==> config.mk <==
export PLATFORM = sky130hd
export DESIGN_NAME = copy_engine_top
export DESIGN_NICKNAME = d
export VERILOG_FILES = /design/src/design/lsm_pkg.sv /design/src/design/copy_ctrl.sv /design/src/design/copy_engine_top.sv /design/src/design/load_unit.sv /design/src/design/ls_mixer.sv /design/src/design/store_unit.sv
export SDC_FILE = /design/constraint.sdc
export NUM_CORES = 1
export LEC_CHECK = 0
export BUFFER_PORTS_ARGS = -buffer_cell sky130_fd_sc_hd__clkbuf_2
export CAP_MARGIN = 25
export CORE_UTILIZATION = 53
export CTS_BUF_LIST = sky130_fd_sc_hd__clkbuf_8 sky130_fd_sc_hd__clkbuf_16
export DETAILED_ROUTE_END_ITERATION = 8
export PLACE_DENSITY = 0.84
export SYNTH_ARGS = -nofsm -noshare
export SYNTH_HDL_FRONTEND = slang
export SYNTH_SLANG_ARGS = --single-unit
==> constraint.sdc <==
create_clock -name clk_i -period 2.95 [get_ports clk_i]
set_input_delay 0.295 -clock clk_i [delete_from_list [all_inputs] [get_ports clk_i]]
set_output_delay 0.295 -clock clk_i [all_outputs]
set_load 0.05 [all_outputs]
==> src/design/lsm_pkg.sv <==
// --------------------------------------------------------------------------
// Load/store copy engine package
// Sizes, opcode and state encodings, and the job and memory channel
// structs used by the copy engine blocks
// --------------------------------------------------------------------------

`default_nettype none

package lsm_pkg;

  localparam int unsigned ADDR_W    = 10;  // word address
  localparam int unsigned DATA_W    = 32;
  localparam int unsigned LEN_W     = 8;   // job length in words
  localparam int unsigned BUF_DEPTH = 4;   // store buffer words
  localparam int unsigned BUF_CNT_W = 3;   // holds 0..BUF_DEPTH
  localparam int unsigned BUF_PTR_W = $clog2(BUF_DEPTH);

  typedef enum logic [0:0] {
    OP_COPY   = 1'b0,  // word written unchanged
    OP_INVERT = 1'b1   // bitwise complement written
  } op_e;

  typedef enum logic [1:0] {
    ST_IDLE = 2'd0,
    ST_RUN  = 2'd1,
    ST_DONE = 2'd2
  } ctrl_state_e;

  // one copy job, 29 bits
  typedef struct packed {
    logic [ADDR_W-1:0] src_addr;
    logic [ADDR_W-1:0] dst_addr;
    logic [LEN_W-1:0]  len;
    op_e               op;
  } job_t;

  typedef struct packed {
    logic              req;
    logic              we;     // 1 for write, 0 for read
    logic [ADDR_W-1:0] addr;
    logic [DATA_W-1:0] wdata;
  } mem_req_t;

  // read data comes back one cycle after the grant
  typedef struct packed {
    logic              valid;
    logic [DATA_W-1:0] rdata;
  } mem_rsp_t;

endpackage

`default_nettype wire

==> src/design/copy_ctrl.sv <==
// --------------------------------------------------------------------------
// Copy engine control
// Accepts a job in idle, latches it, launches the load and store units
// and pulses done once the final store has been granted
// --------------------------------------------------------------------------

`default_nettype none

module copy_ctrl (
  input  logic          clk_i,
  input  logic          rst_ni,
  input  logic          start,
  input  lsm_pkg::job_t job,
  input  logic          store_last,
  output logic          launch,
  output lsm_pkg::job_t cur_job,
  output logic          busy,
  output logic          done
);
  import lsm_pkg::*;

  ctrl_state_e state_q;
  ctrl_state_e state_d;
  logic        accept;  // start seen while idle
  logic        empty_job;

  assign accept    = start && (state_q == ST_IDLE);
  assign empty_job = (job.len == '0);

  always_comb begin
    state_d = state_q;
    case (state_q)
      ST_IDLE: begin
        if (accept) state_d = empty_job ? ST_DONE : ST_RUN;
      end
      ST_RUN: begin
        if (store_last) state_d = ST_DONE;
      end
      ST_DONE: state_d = ST_IDLE;  // single done cycle
      default: state_d = ST_IDLE;
    endcase
  end

  always_ff @(posedge clk_i or negedge rst_ni) begin
    if (!rst_ni) begin
      state_q <= ST_IDLE;
      launch  <= 1'b0;
    end else begin
      state_q <= state_d;
      launch  <= accept && !empty_job;  // zero length skips the units
    end
  end

  always_ff @(posedge clk_i) begin
    if (accept) cur_job <= job;
  end

  assign busy = (state_q == ST_RUN);
  assign done = (state_q == ST_DONE);

endmodule

`default_nettype wire

==> src/design/copy_engine_top.sv <==
// --------------------------------------------------------------------------
// Copy engine top level
// Control, load unit, store unit and load/store mixer on one memory port
// --------------------------------------------------------------------------

`default_nettype none

module copy_engine_top (
  input  logic              clk_i,
  input  logic              rst_ni,
  input  logic              start,
  input  lsm_pkg::job_t     job,
  output logic              busy,
  output logic              done,
  output lsm_pkg::mem_req_t mem_req,
  input  logic              mem_gnt,
  input  lsm_pkg::mem_rsp_t mem_rsp
);
  import lsm_pkg::*;

  logic                 launch;
  job_t                 cur_job;
  logic                 store_last;
  logic [BUF_CNT_W-1:0] buf_free;
  mem_req_t             load_req;
  logic                 load_gnt;
  mem_rsp_t             load_rsp;
  mem_req_t             store_req;
  logic                 store_gnt;

  copy_ctrl u_ctrl (
    .clk_i      (clk_i),
    .rst_ni     (rst_ni),
    .start      (start),
    .job        (job),
    .store_last (store_last),
    .launch     (launch),
    .cur_job    (cur_job),
    .busy       (busy),
    .done       (done)
  );

  load_unit u_load (
    .clk_i     (clk_i),
    .rst_ni    (rst_ni),
    .launch    (launch),
    .cur_job   (cur_job),
    .buf_free  (buf_free),
    .req       (load_req),
    .gnt       (load_gnt),
    .rsp_valid (load_rsp.valid)
  );

  store_unit u_store (
    .clk_i      (clk_i),
    .rst_ni     (rst_ni),
    .launch     (launch),
    .cur_job    (cur_job),
    .rsp        (load_rsp),  // read data fills the buffer
    .buf_free   (buf_free),
    .req        (store_req),
    .gnt        (store_gnt),
    .store_last (store_last)
  );

  ls_mixer u_mixer (
    .clk_i     (clk_i),
    .rst_ni    (rst_ni),
    .load_req  (load_req),
    .load_gnt  (load_gnt),
    .load_rsp  (load_rsp),
    .store_req (store_req),
    .store_gnt (store_gnt),
    .mem_req   (mem_req),
    .mem_gnt   (mem_gnt),
    .mem_rsp   (mem_rsp)
  );

endmodule

`default_nettype wire

==> src/design/load_unit.sv <==
// --------------------------------------------------------------------------
// Load unit
// Issues the source word reads of a job, keeping reads in flight
// below the free slot count of the store buffer
// --------------------------------------------------------------------------

`default_nettype none

module load_unit (
  input  logic                          clk_i,
  input  logic                          rst_ni,
  input  logic                          launch,
  input  lsm_pkg::job_t                 cur_job,
  input  logic [lsm_pkg::BUF_CNT_W-1:0] buf_free,
  output lsm_pkg::mem_req_t             req,
  input  logic                          gnt,
  input  logic                          rsp_valid
);
  import lsm_pkg::*;

  logic                 active_q;    // reads still to issue
  logic [LEN_W-1:0]     issued_q;
  logic [BUF_CNT_W-1:0] inflight_q;  // granted, no response yet
  logic                 rd_fire;
  logic                 rd_last;

  assign rd_fire = req.req & gnt;
  assign rd_last = (issued_q == cur_job.len - LEN_W'(1));

  // request stays up until granted since buf_free and inflight_q
  // drop together when a response lands in the buffer
  always_comb begin
    req       = '0;
    req.req   = active_q && (inflight_q < buf_free);
    req.we    = 1'b0;
    req.addr  = cur_job.src_addr + ADDR_W'(issued_q);
  end

  always_ff @(posedge clk_i or negedge rst_ni) begin
    if (!rst_ni) begin
      active_q <= 1'b0;
      issued_q <= '0;
    end else if (launch) begin
      active_q <= 1'b1;
      issued_q <= '0;
    end else if (rd_fire) begin
      issued_q <= issued_q + LEN_W'(1);
      if (rd_last) active_q <= 1'b0;  // final read granted
    end
  end

  always_ff @(posedge clk_i or negedge rst_ni) begin
    if (!rst_ni) begin
      inflight_q <= '0;
    end else begin
      case ({rd_fire, rsp_valid})
        2'b10:   inflight_q <= inflight_q + BUF_CNT_W'(1);
        2'b01:   inflight_q <= inflight_q - BUF_CNT_W'(1);
        default: inflight_q <= inflight_q;  // none or both
      endcase
    end
  end

endmodule

`default_nettype wire

==> src/design/ls_mixer.sv <==
// --------------------------------------------------------------------------
// Load/store mixer
// Round-robin merge of the load and store request channels onto one
// memory port, with read responses steered back to the load side
// --------------------------------------------------------------------------

`default_nettype none

module ls_mixer (
  input  logic              clk_i,
  input  logic              rst_ni,
  input  lsm_pkg::mem_req_t load_req,
  output logic              load_gnt,
  output lsm_pkg::mem_rsp_t load_rsp,
  input  lsm_pkg::mem_req_t store_req,
  output logic              store_gnt,
  output lsm_pkg::mem_req_t mem_req,
  input  logic              mem_gnt,
  input  lsm_pkg::mem_rsp_t mem_rsp
);
  import lsm_pkg::*;

  logic prio_store_q;  // 1 when the store channel holds priority
  logic store_wins;
  logic ptr_adv;

  // pointed channel wins when it requests, else whoever requests
  always_comb begin
    if (load_req.req && store_req.req) begin
      store_wins = prio_store_q;
    end else begin
      store_wins = store_req.req;
    end
  end

  assign ptr_adv = mem_req.req & mem_gnt;

  always_ff @(posedge clk_i or negedge rst_ni) begin
    if (!rst_ni) begin
      prio_store_q <= 1'b0;
    end else if (ptr_adv) begin
      prio_store_q <= ~prio_store_q;  // rotate on every transfer
    end
  end

  // forward the winner, request bit is the or of both channels
  always_comb begin
    mem_req     = store_wins ? store_req : load_req;
    mem_req.req = load_req.req | store_req.req;
  end

  // grant only reaches the current winner
  assign load_gnt  = mem_gnt & ~store_wins;
  assign store_gnt = mem_gnt &  store_wins;

  // writes get no response, so anything valid belongs to a load
  always_comb begin
    load_rsp = '0;
    if (mem_rsp.valid) begin
      load_rsp = mem_rsp;
    end
  end

endmodule

`default_nettype wire

==> src/design/store_unit.sv <==
// --------------------------------------------------------------------------
// Store unit
// Buffers read data in a small FIFO, applies the job opcode to the
// head word and writes it to the destination range in order
// --------------------------------------------------------------------------

`default_nettype none

module store_unit (
  input  logic                          clk_i,
  input  logic                          rst_ni,
  input  logic                          launch,
  input  lsm_pkg::job_t                 cur_job,
  input  lsm_pkg::mem_rsp_t             rsp,
  output logic [lsm_pkg::BUF_CNT_W-1:0] buf_free,
  output lsm_pkg::mem_req_t             req,
  input  logic                          gnt,
  output logic                          store_last
);
  import lsm_pkg::*;

  logic [DATA_W-1:0]    buf_mem [BUF_DEPTH];
  logic [BUF_PTR_W-1:0] wr_ptr_q;
  logic [BUF_PTR_W-1:0] rd_ptr_q;
  logic [BUF_CNT_W-1:0] count_q;
  logic [LEN_W-1:0]     idx_q;     // next destination offset
  logic                 push;
  logic                 pop;
  logic [DATA_W-1:0]    head;

  assign push       = rsp.valid;
  assign pop        = req.req & gnt;
  assign head       = buf_mem[rd_ptr_q];
  assign buf_free   = BUF_CNT_W'(BUF_DEPTH) - count_q;
  assign store_last = pop && (idx_q == cur_job.len - LEN_W'(1));

  always_comb begin
    req       = '0;
    req.req   = (count_q != '0);
    req.we    = 1'b1;
    req.addr  = cur_job.dst_addr + ADDR_W'(idx_q);
    req.wdata = (cur_job.op == OP_INVERT) ? ~head : head;
  end

  always_ff @(posedge clk_i) begin
    if (push) buf_mem[wr_ptr_q] <= rsp.rdata;
  end

  // pointers wrap on their own, depth is a power of two
  always_ff @(posedge clk_i or negedge rst_ni) begin
    if (!rst_ni) begin
      wr_ptr_q <= '0;
      rd_ptr_q <= '0;
      count_q  <= '0;
    end else begin
      if (push) wr_ptr_q <= wr_ptr_q + BUF_PTR_W'(1);
      if (pop)  rd_ptr_q <= rd_ptr_q + BUF_PTR_W'(1);
      if (push && !pop)      count_q <= count_q + BUF_CNT_W'(1);
      else if (pop && !push) count_q <= count_q - BUF_CNT_W'(1);
    end
  end

  always_ff @(posedge clk_i or negedge rst_ni) begin
    if (!rst_ni) begin
      idx_q <= '0;
    end else if (launch) begin
      idx_q <= '0;
    end else if (pop) begin
      idx_q <= idx_q + LEN_W'(1);
    end
  end

endmodule

`default_nettype wire

# Word level (Yosys, flattened, before mapping)
# Memory sizes are Yosys's and may differ from the RTL's.
# Index checks and enable logic that the tools add are counted.
totals:
  out_inout_bits: 46
  ff_bits: 60
  latch_bits: 0
  memories: 1
  ramBits: 128
  inputBits: 66
  elab_cells: 85
  mem_bits_ro: 0
memory_table:
  columns: ["memory", "words", "width", "read_ports", "rd_clocked_by_memory_dff", "write_ports", "line_no", "text"]
  rows:
  - ["u_store.buf_mem", 4, 32, 1, 0, 1, "store_unit.sv:22", "logic [DATA_W-1:0] buf_mem [BUF_DEPTH];"]
classes:
  eq_ne: 8
  reduce_logical: 20
  multipliers: 0
  n_addsub: 12
  n_lt_le_gt_ge: 1
  div_mod_pow: 0
  shift: 0
  bitwise: 9
  muxes: 20
ops:
  columns: ["operator", "count"]
  rows:
  - ["43-bit two-way mux", 1]
  - ["33-bit two-way mux", 1]
  - ["32-bit two-way mux", 1]
  - ["8-bit two-way mux", 4]
  - ["32-bit NOT", 1]
  - ["10-bit by 8-bit adder with 10-bit output", 2]
  - ["8-bit by 1-bit adder with 8-bit output (second input constant)", 2]
  - ["8-bit == test", 2]
  - ["2-bit nonzero test", 5]
  - ["8-bit zero test", 1]
  - ["8-bit by 1-bit subtractor with 8-bit output (second input constant)", 1]
  - ["1-bit logical AND", 7]
  - ["3-bit by 1-bit adder with 3-bit output (second input constant)", 2]
  - ["1-bit two-way mux", 6]
  - ["2-bit two-way mux", 3]
  - ["3-bit two-way mux", 2]
  - ["3-bit case mux with 2 select lines", 1]
  - ["3-bit by 1-bit subtractor with 3-bit output (second input constant)", 2]
  - ["1-bit bitwise AND", 5]
  - ["2-bit by 1-bit adder with 2-bit output (second input constant)", 2]
  - ["2-bit by 1-bit == test with 1-bit output (second input constant)", 2]
  - ["2-bit == test (second input constant)", 2]
  - ["2-bit by 1-bit inequality test with 1-bit output (second input constant)", 2]
  - ["2-bit case mux with 2 select lines", 1]
  - ["other kinds (8)", 12]

# Logic depth before layout (Yosys ltp)
depth:
  word_depth: 10
  ltp_mapped: 15
  mapped_depth_nobuf: 15

# By module
# Synthesis repeated with hierarchy kept, for this count alone.
hier_totals:
  hier_cells: 677
  area_unflattened_um2: 9680.5
modules_own_cells:
  columns: ["mod", "seq_area_each_um2", "instances", "area_each_um2", "cells_per_inst"]
  rows:
  - ["store_unit", 4219.0, 1, 6301.0, 366]
  - ["load_unit", 300.3, 1, 1524.0, 176]
  - ["copy_ctrl", 945.9, 1, 1022.2, 43]
  - ["ls_mixer", 25.0, 1, 833.3, 92]

# Worst setup path after synthesis
# OpenSTA, ideal clock, no wires.
synth_path:
  path_type: "register to output"
  start: "reg u_store.count_q[0]"
  end: "out mem_req[38] in the netlist's numbering"
  path_buffers: 1
  arrival_time_ps: 3093
  slack_ps: -438
  required_ps: 2655
  path_stages_with_launch: 10
  path_cell_list: "dfrtp_1 -> inv_1 -> ha_1 -> ha_1 -> ha_1 -> nand2_1 -> o2111ai_1 -> o21ai_1 -> clkbuf_1 -> mux2i_1"
synth_lines:
  columns: ["item", "line_no", "text"]
  rows:
  - ["from (decl)", "store_unit.sv:25", "logic [BUF_CNT_W-1:0] count_q;"]
  - ["from (signal assigned)", "store_unit.sv:58", "if (push && !pop) count_q <= count_q + BUF_CNT_W'(1);"]
  - ["from (signal assigned)", "store_unit.sv:59", "else if (pop && !push) count_q <= count_q - BUF_CNT_W'(1);"]
  - ["to (decl)", "copy_engine_top.sv:15", "output lsm_pkg::mem_req_t mem_req,"]

==> flow_summary.toml <==
[sta]
setup_ws_ns = -0.1368
setup_viol = 3
post-route-min-period_ns = 3.087
slew_viol_final = 0
tightest_slew_ns = 0.8064
max_freq_mhz = 324.0
rsz0062_at_grt = "yes"
hold_violations = 0
fin_skew_ns = 0.01127
relSlewSlack = 0.4624
period_share = 1.046

[synth]
synth_top_area_share = 0.5257
synth_edf_count = 157
synth.largest_area_cell = "edfxtp_1"
async_flop_share = 0.1649
ys_types = 46
netlist_area_sq_um = 8969
avgSynthCellArea_sq_um = 14.01
synth_area_leaders = "edfxtp_1 (53%), dfrtp_1 (8.6%), mux4_2 (8.0%)"
ys_warn_count = 0
syn_inst = 640
ys_seq_area_frac = 0.6122
ys.flop_type = "edfxtp_1"
synth-seq-cells = 188
syn_nets = 739

[detailed_routing]
routed_wl_um = 19490
drc_errors = 0
drtIter0Drc = 404
wl_per_cell_um = 19.43
first_pass_iters = 4
antenna_left = 0
vias = 5643
vias_per_cell = 5.626

[layout]
n_antenna_cell = 0
fin_util = 0.6596
synthToLayoutAreaGrowth_pct = 21.53
final_area_sq_um = 10900
final_nets = 869
layout-drive-gt1-share = 0.3180
n_fill_cell = 1090

[hold_path]
worstHoldStart = "job[27]"
hold_end = "u_ctrl.cur_job[27]"
min_path_cells = 1
hold_path_class = "input pin to flop"

[setup_path]
crit_type = "flop to primary output"
max_stage_delay_ns = 0.44
cp_top_family = "adder cells"
path_cells = "ha_1 > inv_1 > fa_1 > nor2b_1 > o21ai_1 > a21oi_1 > nor2_1 > xor2_1 > mux2i_2 > clkbuf_8"
cp.arrival_ns = 2.79
required_ns = 2.65
cp_slowest_cell = "dfrtp_2"
cp_num_buf_inv = 2
r2r_start = "u_store.count_q[1]"
worstSetupEndpointType = "primary output"
reg2reg_slack_ns = 0.05
rr_endpoint = "u_store.count_q[2]"
ff2ff_path_depth = 16
crit_fanout = 5
startpoint_type = "flop"

[clock_network]
clock_latency_ns = 0.44
cts_root_buf = "clkbuf_16"
clock-sinks = 188
path_clk_slew_ns = 0.08
cts_tree = "built"
htree_levels = 4
cts_inserted_buffers = 17
cts_buffer_depth = 2

[placed_design]
finalWeightedCongestion = 0.9163
pre_cts_ws_ns = 0.01513
hpwlAfterDp_um = 12490
dpl-instance-area_sq_um = 9961
port_buffers = 111

[status]
outcome = "finished, violations left"
violations = "negative setup slack"

[floorplanning]
initial_core_util = 0.5427
rows = 47
die_w_um = 132.1
dieArea_sq_um = 17450
io_pins = 112
die_h_um = 132.1
core_area_sq_um = 16520

[global_route]
grt_use_total = 0.2289
antenna_found_initial = 0
grt-ovfl-total = 0
grt_pass1_vias = 5978
grt_start_max_net_pins = 35
grt_pass1_wl_um = 30230

[flow_run]
cap_viol_max_count = 0
final cells by class:
| cell class | count | area [sq um] | area share |
|---|---|---|---|
| Clock buffer | 17 | 425.4 | 0.03903 |
| Tap cell | 220 | 275.3 | 0.02526 |
| Timing Repair Buffer | 140 | 962.2 | 0.08828 |
| Sequential cell | 188 | 5495 | 0.5042 |
| Multi-Input combinational cell | 396 | 3485 | 0.3197 |
| Clock inverter | 15 | 152.6 | 0.01401 |
| Inverter | 27 | 103.9 | 0.009528 |
placed cells by master, fill, tap and decap left out, types with 5 or more instances in the layout:
cell type  instances
ha_1              25
edfxtp_1         157
o21ai_0           13
inv_1             25
nor2_1            63
and2_1            35
clkbuf_16         18
xnor2_1           59
xor2_1            26
nor2_2             8
inv_8              6
buf_6             11
nor2b_1           11
o21ai_1            5
nand2_1           19
dfrtp_1           27
nor4_1             7
nand2b_1           9
clkbuf_2          89
mux4_2            32
buf_4             27
a21oi_1            9
nand4_1            6
metrics by stage:
| stage | hold slack (ns) | setup TNS [ns] | std cells |
|---|---|---|---|
| after detailed placement | 0.4111 | 0 | 964 |
| after CTS | 0.02275 | -0.06322 | 999 |
| after global routing | 0.01980 | -2.865 | 1003 |
| after global placement | 0.3929 | 0 | 964 |
| after floorplan | -0.0005911 | -0.04459 | 640 |
| final | 0.03212 | -0.2387 | 1003 |
worst reg2reg max path: stages, from the launching register on:
cell	delay (ns)
dfrtp_1	0.38
inv_2	0.06
ha_4	0.16
ha_4	0.27
ha_4	0.20
nand2_2	0.08
o2111ai_4	0.12
o21ai_4	0.27
inv_4	0.09
buf_6	0.14
nand2_2	0.09
ha_4	0.13
inv_1	0.06
fa_2	0.34
xor2_1	0.17
nor2_1	0.14
xnor2_1	0.13
logic make-up after synthesis:
family | count (synthesis) | synth area share
multiplexers | 39 | 0.08831
buffers and inverters | 56 | 0.02609
AO/OA/AOI/OAI | 54 | 0.03725
flip-flops | 188 | 0.6122
XOR/XNOR | 85 | 0.08301
adder cells (fa/ha/maj) | 33 | 0.04939
AND/OR/NAND/NOR | 185 | 0.1038
timing repair:
action                     CTS  global route
gates resized for setup     24            80
setup endpoints to repair   44            41
cloned                       0             1
pin swaps                    4             6
hold buffers                 1             0
setup buffers                3             3
hold endpoints to repair    31             0
cell usage after synthesis (all sizes together), types with 2 or more instances:
cell type / n
nor2: 71
o2111ai: 2
nor2b: 11
ha: 29
nand2: 23
o21ai: 20
o41ai: 2
nand2b: 9
a21o: 3
or3: 3
a31oi: 2
dfrtp: 31
a211oi: 4
nand4: 6
mux2i: 6
a21oi: 12
and2: 39
nand3: 4
o31ai: 3
and3: 2
nor3: 4
o211a: 3
buf: 10
xor2: 26
fa: 4
edfxtp: 157
nor4: 8
xnor2: 59
inv: 27
mux4: 32
clkbuf: 19
state kept, by name (all words and copies together) (netlist names):
signal / cells
u_load.active_q: 1
u_ctrl.cur_job: 29
u_mixer.prio_store_q: 1
u_store.idx_q: 8
u_store.rd_ptr_q: 2
u_store.wr_ptr_q: 2
u_load.inflight_q: 3
u_ctrl.state_q: 2
u_store.buf_mem: 128
u_ctrl.launch: 1
u_store.count_q: 3
u_load.issued_q: 8
per-layer routing:
layer / vias to the layer above / wire length [um] / track usage
met1: 2821 / 7611 / 0.2771
met3: 31 / 1273 / 0.05113
met2: 220 / 10230 / 0.4030
met5: - / 0 / 0
li1: 2571 / - / -
met4: 0 / 373 / 0.08140
how the worst max path moves through the flow:
| stage | depth (start not counted) | startpoint | to |
|---|---|---|---|
| floorplan | 9 | u_store.count_q[0] | mem_req[38] |
| global placement | 15 | u_store.count_q[1] | u_load.inflight_q[2] |
| detailed placement | 15 | u_store.count_q[1] | u_load.inflight_q[2] |
| CTS | 10 | u_load.issued_q[0] | mem_req[40] |
| global route | 10 | u_store.idx_q[0] | mem_req[38] |
| finish | 10 | u_store.idx_q[0] | mem_req[38] |
Power is left out: the tool's default activity adds up to more than one toggle a clock period on the data nets, which glitch-free logic cannot reach.
